## src/core_pkg.sv

```systemverilog
// --------------------
// Data bus widths and word types
// Counter value type
// Core memory-mapped region and register offsets
// --------------------
`default_nettype none

package core_pkg;

    // --------------------
    // Data bus

    localparam int MEM_ADDR_W = 32;             // Byte address
    localparam int MEM_DATA_W = 32;             // One bus word
    localparam int MEM_STRB_W = MEM_DATA_W / 8; // One strobe per byte

    typedef logic [MEM_ADDR_W-1:0] mem_addr_t;  // Request address
    typedef logic [MEM_DATA_W-1:0] mem_data_t;  // Read or write word
    typedef logic [MEM_STRB_W-1:0] mem_strb_t;  // Byte enables

    // --------------------
    // Counters

    typedef logic [63:0] ctr_t;                 // mtime, cycle and friends

    // --------------------
    // Memory-mapped region

    localparam mem_addr_t MMIO_BASE_ADDR = 32'h0001_0000; // Region start
    localparam int        MMIO_OFFS_W    = 6;             // 64 bytes of offset

    typedef logic [MMIO_OFFS_W-1:0] mmio_offs_t;          // Offset in region

    // Register map, one word per offset
    localparam mmio_offs_t OFFS_MTIME_LO    = 6'h00;
    localparam mmio_offs_t OFFS_MTIME_HI    = 6'h04;
    localparam mmio_offs_t OFFS_MTIMECMP_LO = 6'h08;
    localparam mmio_offs_t OFFS_MTIMECMP_HI = 6'h0C;
    localparam mmio_offs_t OFFS_CYCLE_LO    = 6'h10;  // Read only
    localparam mmio_offs_t OFFS_CYCLE_HI    = 6'h14;  // Read only
    localparam mmio_offs_t OFFS_INSTRET_LO  = 6'h18;  // Read only
    localparam mmio_offs_t OFFS_INSTRET_HI  = 6'h1C;  // Read only

    // Compare parked at the top so no interrupt fires out of reset
    localparam ctr_t MTIMECMP_RESET = '1;

endpackage

`default_nettype wire

```

## src/core_dmem_router.sv

```systemverilog
// --------------------
// Data request router
// Splits pipeline loads and stores between external memory
// and the core timer block, and returns the chosen response
// --------------------
`timescale 1ns/1ps
`default_nettype none

module core_dmem_router (
    input  wire                      g_clk,            // Only clocks the checks
    input  wire                      i_rst_n,          // Sync active low

    input  wire                      i_dmem_req,       // Pipeline request
    input  wire core_pkg::mem_addr_t i_dmem_addr,      // Byte address
    input  wire                      i_dmem_wen,       // Store
    input  wire core_pkg::mem_strb_t i_dmem_strb,      // Byte enables
    input  wire core_pkg::mem_data_t i_dmem_wdata,     // Store data
    output logic                     o_dmem_gnt,       // Access done
    output logic                     o_dmem_err,       // Access failed
    output core_pkg::mem_data_t      o_dmem_rdata,     // Load data

    output logic                     o_ext_dmem_req,   // External memory side
    output core_pkg::mem_addr_t      o_ext_dmem_addr,
    output logic                     o_ext_dmem_wen,
    output core_pkg::mem_strb_t      o_ext_dmem_strb,
    output core_pkg::mem_data_t      o_ext_dmem_wdata,
    input  wire                      i_ext_dmem_gnt,
    input  wire                      i_ext_dmem_err,
    input  wire core_pkg::mem_data_t i_ext_dmem_rdata,

    output logic                     o_mmio_req,       // Timer block side
    output logic                     o_mmio_wen,
    output core_pkg::mem_strb_t      o_mmio_strb,
    output core_pkg::mmio_offs_t     o_mmio_addr,      // Offset in region
    output core_pkg::mem_data_t      o_mmio_wdata,
    input  wire                      i_mmio_gnt,
    input  wire                      i_mmio_err,
    input  wire core_pkg::mem_data_t i_mmio_rdata
);

    import core_pkg::*;

    logic in_region;                                   // Address hits core region

    // --------------------
    // Region decode

    assign in_region = (i_dmem_addr[MEM_ADDR_W-1:MMIO_OFFS_W] ==
                        MMIO_BASE_ADDR[MEM_ADDR_W-1:MMIO_OFFS_W]);

    // --------------------
    // Request steering

    assign o_ext_dmem_req   = i_dmem_req && !in_region;  // Other target held off
    assign o_ext_dmem_addr  = i_dmem_addr;               // Full address kept
    assign o_ext_dmem_wen   = i_dmem_wen;
    assign o_ext_dmem_strb  = i_dmem_strb;
    assign o_ext_dmem_wdata = i_dmem_wdata;

    assign o_mmio_req   = i_dmem_req && in_region;
    assign o_mmio_addr  = i_dmem_addr[MMIO_OFFS_W-1:0];  // Offset bits only
    assign o_mmio_wen   = i_dmem_wen;
    assign o_mmio_strb  = i_dmem_strb;
    assign o_mmio_wdata = i_dmem_wdata;

    // --------------------
    // Response select

    always_comb begin
        if (in_region) begin
            o_dmem_gnt   = i_mmio_gnt;        // Fixed latency path
            o_dmem_err   = i_mmio_err;
            o_dmem_rdata = i_mmio_rdata;
        end else begin
            o_dmem_gnt   = i_ext_dmem_gnt;    // Memory sets the latency
            o_dmem_err   = i_ext_dmem_err;
            o_dmem_rdata = i_ext_dmem_rdata;
        end
    end

    // --------------------
    // Bus checks

    // Pipeline holds its request until granted
    a_req_stable: assert property (@(posedge g_clk) disable iff (!i_rst_n)
        (i_dmem_req && !o_dmem_gnt) |=> (i_dmem_req && $stable(i_dmem_addr) &&
        $stable(i_dmem_wen) && $stable(i_dmem_strb) && $stable(i_dmem_wdata)))
        else $error("dmem request changed before grant");

    a_one_target: assert property (@(posedge g_clk) disable iff (!i_rst_n)
        !(o_ext_dmem_req && o_mmio_req))
        else $error("both targets requested");

    // Targets only answer what they were asked
    a_ext_gnt_req: assert property (@(posedge g_clk) disable iff (!i_rst_n)
        i_ext_dmem_gnt |-> o_ext_dmem_req)
        else $error("external grant without request");

    a_mmio_gnt_req: assert property (@(posedge g_clk) disable iff (!i_rst_n)
        i_mmio_gnt |-> o_mmio_req)
        else $error("timer block grant without request");

endmodule

`default_nettype wire

```

## src/core_counters.sv

```systemverilog
// --------------------
// Timer and counter block
// mtime, mtimecmp, cycle and instret with word access
// over the region bus, plus the timer interrupt
// --------------------
`timescale 1ns/1ps
`default_nettype none

module core_counters (
    input  wire                       g_clk,
    input  wire                       i_rst_n,        // Sync active low

    input  wire                       i_instr_ret,    // One per retired instr

    input  wire                       i_mmio_req,     // Region request
    input  wire                       i_mmio_wen,     // Write
    input  wire core_pkg::mem_strb_t  i_mmio_strb,    // Byte enables
    input  wire core_pkg::mmio_offs_t i_mmio_addr,    // Byte offset
    input  wire core_pkg::mem_data_t  i_mmio_wdata,
    output logic                      o_mmio_gnt,     // One cycle after req
    output logic                      o_mmio_err,     // Bad offset or RO write
    output core_pkg::mem_data_t       o_mmio_rdata,   // Zero on error

    output logic                      o_timer_irq     // mtime >= mtimecmp
);

    import core_pkg::*;

    ctr_t mtime_q;        // Real time
    ctr_t mtimecmp_q;     // Timer compare
    ctr_t cycle_q;        // Clock count
    ctr_t instret_q;      // Retired count
    ctr_t mtime_d;        // Incremented or written
    ctr_t mtimecmp_d;

    logic gnt_q;          // Grant stage
    logic irq_q;

    logic sel_mtime_lo;   // Offset decode
    logic sel_mtime_hi;
    logic sel_cmp_lo;
    logic sel_cmp_hi;
    logic sel_cycle_lo;
    logic sel_cycle_hi;
    logic sel_instret_lo;
    logic sel_instret_hi;
    logic map_hit;        // Any register
    logic ro_hit;         // A read-only register
    logic misaligned;
    logic acc_err;
    logic wr_ok;          // Commit a write this edge

    mem_data_t rd_word;

    // Byte-wise replace of a word
    function automatic mem_data_t strb_merge(input mem_data_t old_word,
                                             input mem_data_t new_word,
                                             input mem_strb_t strb);
        mem_data_t merged;
        merged = old_word;
        for (int b = 0; b < MEM_STRB_W; b++) begin
            if (strb[b]) begin
                merged[8*b +: 8] = new_word[8*b +: 8];
            end
        end
        return merged;
    endfunction

    // --------------------
    // Access decode

    assign sel_mtime_lo   = (i_mmio_addr == OFFS_MTIME_LO);
    assign sel_mtime_hi   = (i_mmio_addr == OFFS_MTIME_HI);
    assign sel_cmp_lo     = (i_mmio_addr == OFFS_MTIMECMP_LO);
    assign sel_cmp_hi     = (i_mmio_addr == OFFS_MTIMECMP_HI);
    assign sel_cycle_lo   = (i_mmio_addr == OFFS_CYCLE_LO);
    assign sel_cycle_hi   = (i_mmio_addr == OFFS_CYCLE_HI);
    assign sel_instret_lo = (i_mmio_addr == OFFS_INSTRET_LO);
    assign sel_instret_hi = (i_mmio_addr == OFFS_INSTRET_HI);

    assign ro_hit  = sel_cycle_lo || sel_cycle_hi || sel_instret_lo || sel_instret_hi;
    assign map_hit = sel_mtime_lo || sel_mtime_hi || sel_cmp_lo || sel_cmp_hi || ro_hit;

    assign misaligned = |i_mmio_addr[1:0];                 // Word access only
    assign acc_err    = misaligned || !map_hit || (i_mmio_wen && ro_hit);

    assign wr_ok = gnt_q && i_mmio_req && i_mmio_wen && !acc_err;

    // --------------------
    // Read data

    always_comb begin
        rd_word = '0;
        unique case (1'b1)
            sel_mtime_lo:   rd_word = mtime_q[MEM_DATA_W-1:0];
            sel_mtime_hi:   rd_word = mtime_q[MEM_DATA_W +: MEM_DATA_W];
            sel_cmp_lo:     rd_word = mtimecmp_q[MEM_DATA_W-1:0];
            sel_cmp_hi:     rd_word = mtimecmp_q[MEM_DATA_W +: MEM_DATA_W];
            sel_cycle_lo:   rd_word = cycle_q[MEM_DATA_W-1:0];
            sel_cycle_hi:   rd_word = cycle_q[MEM_DATA_W +: MEM_DATA_W];
            sel_instret_lo: rd_word = instret_q[MEM_DATA_W-1:0];
            sel_instret_hi: rd_word = instret_q[MEM_DATA_W +: MEM_DATA_W];
            default:        rd_word = '0;              // Unmapped
        endcase
    end

    assign o_mmio_gnt   = gnt_q;
    assign o_mmio_err   = acc_err;
    assign o_mmio_rdata = acc_err ? '0 : rd_word;      // Value as of grant cycle

    // --------------------
    // Next timer values

    always_comb begin
        mtime_d = mtime_q + 64'd1;                     // Free running
        if (wr_ok && sel_mtime_lo) begin
            mtime_d[MEM_DATA_W-1:0] = strb_merge(mtime_d[MEM_DATA_W-1:0],
                                                 i_mmio_wdata, i_mmio_strb);
        end
        if (wr_ok && sel_mtime_hi) begin
            mtime_d[MEM_DATA_W +: MEM_DATA_W] =
                strb_merge(mtime_d[MEM_DATA_W +: MEM_DATA_W], i_mmio_wdata, i_mmio_strb);
        end
    end

    always_comb begin
        mtimecmp_d = mtimecmp_q;                       // Holds unless written
        if (wr_ok && sel_cmp_lo) begin
            mtimecmp_d[MEM_DATA_W-1:0] = strb_merge(mtimecmp_q[MEM_DATA_W-1:0],
                                                    i_mmio_wdata, i_mmio_strb);
        end
        if (wr_ok && sel_cmp_hi) begin
            mtimecmp_d[MEM_DATA_W +: MEM_DATA_W] =
                strb_merge(mtimecmp_q[MEM_DATA_W +: MEM_DATA_W], i_mmio_wdata, i_mmio_strb);
        end
    end

    // --------------------
    // Registers

    always_ff @(posedge g_clk) begin
        if (!i_rst_n) begin
            gnt_q <= 1'b0;
        end else begin
            gnt_q <= i_mmio_req && !gnt_q;             // Idle cycle after each grant
        end
    end

    always_ff @(posedge g_clk) begin
        if (!i_rst_n) begin
            mtime_q    <= '0;
            mtimecmp_q <= MTIMECMP_RESET;
            cycle_q    <= '0;
            instret_q  <= '0;
        end else begin
            mtime_q    <= mtime_d;
            mtimecmp_q <= mtimecmp_d;
            cycle_q    <= cycle_q + 64'd1;
            instret_q  <= instret_q + ctr_t'(i_instr_ret);
        end
    end

    always_ff @(posedge g_clk) begin
        if (!i_rst_n) begin
            irq_q <= 1'b0;
        end else begin
            irq_q <= (mtime_q >= mtimecmp_q);          // One cycle behind compare
        end
    end

    assign o_timer_irq = irq_q;

    // Region accesses take two cycles each
    a_gnt_gap: assert property (@(posedge g_clk) disable iff (!i_rst_n)
        o_mmio_gnt |=> !o_mmio_gnt)
        else $error("timer block granted twice in a row");

endmodule

`default_nettype wire

```

## src/core_data_port.sv

```systemverilog
// --------------------
// Data-side memory path of the core
// Router plus timer and counter block
// --------------------
`timescale 1ns/1ps
`default_nettype none

module core_data_port (
    input  wire                      g_clk,
    input  wire                      i_rst_n,           // Sync active low

    input  wire                      i_dmem_req,        // From pipeline
    input  wire core_pkg::mem_addr_t i_dmem_addr,
    input  wire                      i_dmem_wen,
    input  wire core_pkg::mem_strb_t i_dmem_strb,
    input  wire core_pkg::mem_data_t i_dmem_wdata,
    input  wire                      i_instr_ret,       // Retire pulse
    output logic                     o_dmem_gnt,
    output logic                     o_dmem_err,
    output core_pkg::mem_data_t      o_dmem_rdata,

    output logic                     o_ext_dmem_req,    // To data memory
    output core_pkg::mem_addr_t      o_ext_dmem_addr,
    output logic                     o_ext_dmem_wen,
    output core_pkg::mem_strb_t      o_ext_dmem_strb,
    output core_pkg::mem_data_t      o_ext_dmem_wdata,
    input  wire                      i_ext_dmem_gnt,
    input  wire                      i_ext_dmem_err,
    input  wire core_pkg::mem_data_t i_ext_dmem_rdata,

    output logic                     o_timer_irq        // Timer level
);

    import core_pkg::*;

    // --------------------
    // Router to timer block

    logic       mmio_req;
    logic       mmio_wen;
    mem_strb_t  mmio_strb;
    mmio_offs_t mmio_addr;        // Offset only
    mem_data_t  mmio_wdata;
    logic       mmio_gnt;
    logic       mmio_err;
    mem_data_t  mmio_rdata;

    core_dmem_router core_dmem_router_inst (
        .g_clk            (g_clk),
        .i_rst_n          (i_rst_n),
        .i_dmem_req       (i_dmem_req),
        .i_dmem_addr      (i_dmem_addr),
        .i_dmem_wen       (i_dmem_wen),
        .i_dmem_strb      (i_dmem_strb),
        .i_dmem_wdata     (i_dmem_wdata),
        .o_dmem_gnt       (o_dmem_gnt),
        .o_dmem_err       (o_dmem_err),
        .o_dmem_rdata     (o_dmem_rdata),
        .o_ext_dmem_req   (o_ext_dmem_req),     // Outside the region
        .o_ext_dmem_addr  (o_ext_dmem_addr),
        .o_ext_dmem_wen   (o_ext_dmem_wen),
        .o_ext_dmem_strb  (o_ext_dmem_strb),
        .o_ext_dmem_wdata (o_ext_dmem_wdata),
        .i_ext_dmem_gnt   (i_ext_dmem_gnt),
        .i_ext_dmem_err   (i_ext_dmem_err),
        .i_ext_dmem_rdata (i_ext_dmem_rdata),
        .o_mmio_req       (mmio_req),           // Inside the region
        .o_mmio_wen       (mmio_wen),
        .o_mmio_strb      (mmio_strb),
        .o_mmio_addr      (mmio_addr),
        .o_mmio_wdata     (mmio_wdata),
        .i_mmio_gnt       (mmio_gnt),
        .i_mmio_err       (mmio_err),
        .i_mmio_rdata     (mmio_rdata)
    );

    core_counters core_counters_inst (
        .g_clk        (g_clk),
        .i_rst_n      (i_rst_n),
        .i_instr_ret  (i_instr_ret),            // Drives instret
        .i_mmio_req   (mmio_req),
        .i_mmio_wen   (mmio_wen),
        .i_mmio_strb  (mmio_strb),
        .i_mmio_addr  (mmio_addr),
        .i_mmio_wdata (mmio_wdata),
        .o_mmio_gnt   (mmio_gnt),
        .o_mmio_err   (mmio_err),
        .o_mmio_rdata (mmio_rdata),
        .o_timer_irq  (o_timer_irq)
    );

endmodule

`default_nettype wire

```

## config.mk

```make
export PLATFORM = sky130hd
export DESIGN_NAME = core_data_port
export DESIGN_NICKNAME = d
export VERILOG_FILES = /design/src/core_pkg.sv /design/src/core_dmem_router.sv /design/src/core_counters.sv /design/src/core_data_port.sv
export SDC_FILE = /design/constraint.sdc
export NUM_CORES = 1
export LEC_CHECK = 0
export ABC_CLOCK_PERIOD_IN_PS = 3100
export BUFFER_PORTS_ARGS = -buffer_cell sky130_fd_sc_hd__buf_2
export CAP_MARGIN = 20
export CORE_ASPECT_RATIO = 2
export CORE_MARGIN = 1.5
export CORE_UTILIZATION = 59
export CTS_CLUSTER_SIZE = 28
export DETAILED_ROUTE_END_ITERATION = 8
export PLACE_DENSITY = 0.82
export REMOVE_ABC_BUFFERS = 1
export SETUP_SLACK_MARGIN = 0.15
export SKIP_LAST_GASP = 1
export SYNTH_ARGS = -nofsm -noshare
export SYNTH_HDL_FRONTEND = slang
export SYNTH_SLANG_ARGS = --single-unit
```

## constraint.sdc

```tcl
create_clock -name g_clk -period 3.1 [get_ports g_clk]
set_clock_uncertainty 0.15 [all_clocks]
set_input_delay 0.465 -clock g_clk [delete_from_list [all_inputs] [get_ports g_clk]]
set_output_delay 0.465 -clock g_clk [all_outputs]
set_load 0.05 [all_outputs]
```

==> reports/qor.csv <==
stage,metric,value,unit
worst_setup_path,Crit path buffers/inverters,5,
synthesis,Syn Std Cell Area,15300,um2
grt,total gr overflow,0,
timing,worst rel slew slack,0.482,
detailed_routing,first drt pass iteration count,6,
pwr,pwr/cell area,402,nW/um2
detailed_routing,final wirelength,57.8,mm
timing,Setup Viol. Count Final,0,
detailed_routing,post-route ant nets,0,
timing,worst slew pin tran,0.777,ns
synthesis,largest area contributor in the netlist,dfxtp_1,
place,Post-DP HPWL,42.2,mm
clock_tree,clock tree buffer depth,3,
place,I/O Buffers,211,
place,Final Wtd Congestion,1.05,
grt,number of global-route vias before repair,15400,
die,core area,25700,um2
pwr,Peak VDD IR,0.000405,V
timing,final period utilization,0.999,
worst_setup_path,CP startpoint kind,input pin,
finish,ant diodes,0,
die,starting density of the core,0.598,
die,die height,231,um
detailed_routing,Vias,16000,
pwr,Leakage,7.42,nW
finish,Synth-to-Final Area Change,20.4,%
finish,Post-Layout Cell Count,2444,
synthesis,post-synthesis sequential area ratio,0.337,
finish,area of the multi-input gates,9110,um2
worst_setup_path,max incr delay on CP,0.56,ns
worst_setup_path,"Req. time, crit path",2.48,ns
timing,count of pins over their slew limit,0,
place,placed instance count,2387,
synthesis,Yosys cell types,61,
worst_setup_path,Worst Setup Path Type,input pin to primary output,
clock_tree,H-tree Lvls,1,
grt,first-pass GRT wire length,88.3,mm
timing,Fmax,323,MHz
clock_tree,Root Driver,clkbuf_16,
finish,Layout Nets,2263,
synthesis,Yosys Warn Count,0,
detailed_routing,vias per cell,6.56,
grt,Top Usage Layer GRT,met2,
die,die width,117,um
timing,RSZ-0062 raised after global routing,true,
grt,met1 Usage GRT,0.445,
die,row cnt,83,
finish,# fillers,2013,
die,# IOs,212,
synthesis,Syn Inst Count,1905,
worst_setup_path,Critical Path Sink Type,primary output,
worst_hold_path,Worst Hold Class,input pin to register,
timing,Tmin final,3.10,ns
finish,share of layout cells above drive strength 1,0.201,
die,Die ar.,27000,um2
worst_setup_path,"Max FO, Critical Path",5,
grt,met3 GRT Util,0.116,
synthesis,"Avg Cell Area, Syn",8.05,um2
clock_tree,clock-pin slew on the worst setup and hold paths,0.07,ns
synthesis,"FF+latch count, synth",258,
job,Max Cap Viol,0,
clock_tree,# clock sinks,258,
grt,initial antenna violation count,0,
clock_tree,total CTS buffers,25,
detailed_routing,DR iter-0 viols,1955,
clock_tree,"Clk Latency, worst-skew pair",0.57,ns
clock_tree,CTS tree,yes,
worst_setup_path,most frequent CP cell,buf_6,
synthesis,post-synth top area share,0.337,
synthesis,number of flops mapped to enable cells by yosys,0,
worst_setup_path,"delay-heaviest family, CP",simple AND/OR/NAND/NOR gates,
grt,largest net degree at the start of global routing,93,
timing,Final Hold Viols,0,
detailed_routing,DRC viols,0,
finish,FF+latch area,5160,um2
grt,GRT Overall Usage,0.436,
detailed_routing,Avg WL per Cell,23.7,um
grt,met2 layer usage reported by global route,0.684,
worst_setup_path,crit path DAT,2.48,ns
worst_setup_path,CP max stage cell,or4_4,
outcome,status,"complete, no violations",
synthesis,ys flop type,dfxtp_1,
synthesis,"top cells by area, synth","dfxtp_1, ha_1, xnor2_1, nand2_1, xor2_1",
timing,worst hold slack,0.0368,ns
synthesis,ys async rst share,0,
timing,setup TNS,0,ns
worst_setup_path,crit-path cells,"buf_8, buf_6, or4_4, nor3_4, buf_4, buf_16, a221oi_1, a31oi_1, a21o_1, buf_6",
[cell usage after synthesis, types with 29 or more instances]
cell      count
clkbuf_1     97
nor4_1       41
nand2_1     182
a31oi_1      33
inv_1        98
xnor2_1      81
xor2_1       71
dfxtp_1     258
a21oi_1      67
ha_1         68
nand4_1      68
nor3_1       50
a221oi_1     34
o211ai_1     66
nor2_1      156
o21ai_0      57
a21o_1       40
buf_4        69
or3_1        34
nand3_1      66
a22o_1       29
a22oi_1      66
[flip-flops by register name, indices dropped and copies added (netlist names)]
register / flops
core_counters_inst.instret_q: 64
core_counters_inst.o_timer_irq: 1
core_counters_inst.mtimecmp_q: 64
core_counters_inst.o_mmio_gnt: 1
core_counters_inst.mtime_q: 64
core_counters_inst.cycle_q: 64
[stage by stage]
step / area (um2) / setup slack (ns) / utilization / power [W]
after floorplan: 14400 / -1.20 / - / 0.00358
after global placement: 16900 / -0.170 / 0.659 / 0.00403
after detailed placement: 16900 / -0.158 / 0.659 / 0.00403
after CTS: 18300 / 0.0449 / 0.715 / 0.00739
after global routing: 18500 / -0.0107 / 0.720 / 0.00759
final: 18500 / 0.00316 / 0.720 / 0.00742
[layout make-up]
| type | instances | area share |
|---|---|---|
| Clock inverter | 10 | 0.00962 |
| Timing Repair Buffer | 329 | 0.136 |
| Multi-Input combinational cell | 1375 | 0.493 |
| Tap cell | 340 | 0.0230 |
| Clock buffer | 33 | 0.0382 |
| Sequential cell | 258 | 0.280 |
| Inverter | 99 | 0.0203 |
[final timing paths]
check                           depth (start not counted)                                   endpoint                                      start  slack (ns)
worst max-delay path                                   10                           o_dmem_rdata[19]                             i_dmem_addr[0]       0.003
worst min-delay path                                    3  core_counters_inst.mtime_q[62]$_SDFF_PN0_                           i_dmem_wdata[30]        0.04
worst max register to register                          6  core_counters_inst.mtime_q[52]$_SDFF_PN0_  core_counters_inst.mtime_q[36]$_SDFF_PN0_        0.22
worst min register to register                          1   core_counters_inst.o_mmio_gnt$_SDFF_PN0_   core_counters_inst.o_mmio_gnt$_SDFF_PN0_        0.30
[cell families after synthesis]
family          synth area share
simple gates               0.231
compound gates             0.201
buf+inv                   0.0847
flops                      0.337
xor+xnor                  0.0868
fa+ha+maj                 0.0555
mux                      0.00465
[layer usage]
metal,part of all wire,vias to the layer above
met5,0,-
met4,0.13,0
met3,0.081,378
met2,0.46,982
met1,0.32,7459
li1,-,7217
[where the power goes]
| group | switching [W] | internal, W | leakage (nW) |
|---|---|---|---|
| sequential | 0.0000176 | 0.00332 | 2.08 |
| combinational | 0.000480 | 0.000199 | 4.91 |
| clock | 0.00139 | 0.00201 | 0.434 |
| total | 0.00189 | 0.00553 | 7.42 |
[repair_timing]
action / in CTS / in global routing
hold buffers: 1 / 0
resized for setup: 99 / 15
endpoints found under the setup margin: 35 / 40
pin swaps: 32 / 12
gates cloned: 5 / 1
hold endpoints to repair: 1 / 0
buffers inserted: 5 / 2
[cells in the final DEF, fill, tap and decap left out, types with 17 or more instances in the layout]
cell and n:
nor4_1 38, and3_1 23, a22oi_1 60, dfxtp_1 258, a221oi_1 27, a21oi_1 67, clkbuf_16 26, buf_2 176
nand2_1 182, and4_1 22, nand3_1 66, a31oi_1 24, a211oi_1 23, nor3_1 46, ha_1 68, buf_6 37
nor2_1 153, a22o_1 29, nand4_1 68, o211ai_1 66, xor2_1 71, xnor2_1 81, buf_4 91, and2_1 17
or3_1 33, inv_1 98, a21o_1 40, o21ai_0 57
[tightest hold or removal path, cell delays in order]
cell and delay, ns:
buf_2 0.14, nand2_1 0.06, nand2_1 0.04
Note: power is estimated with default switching activity, not from simulation.
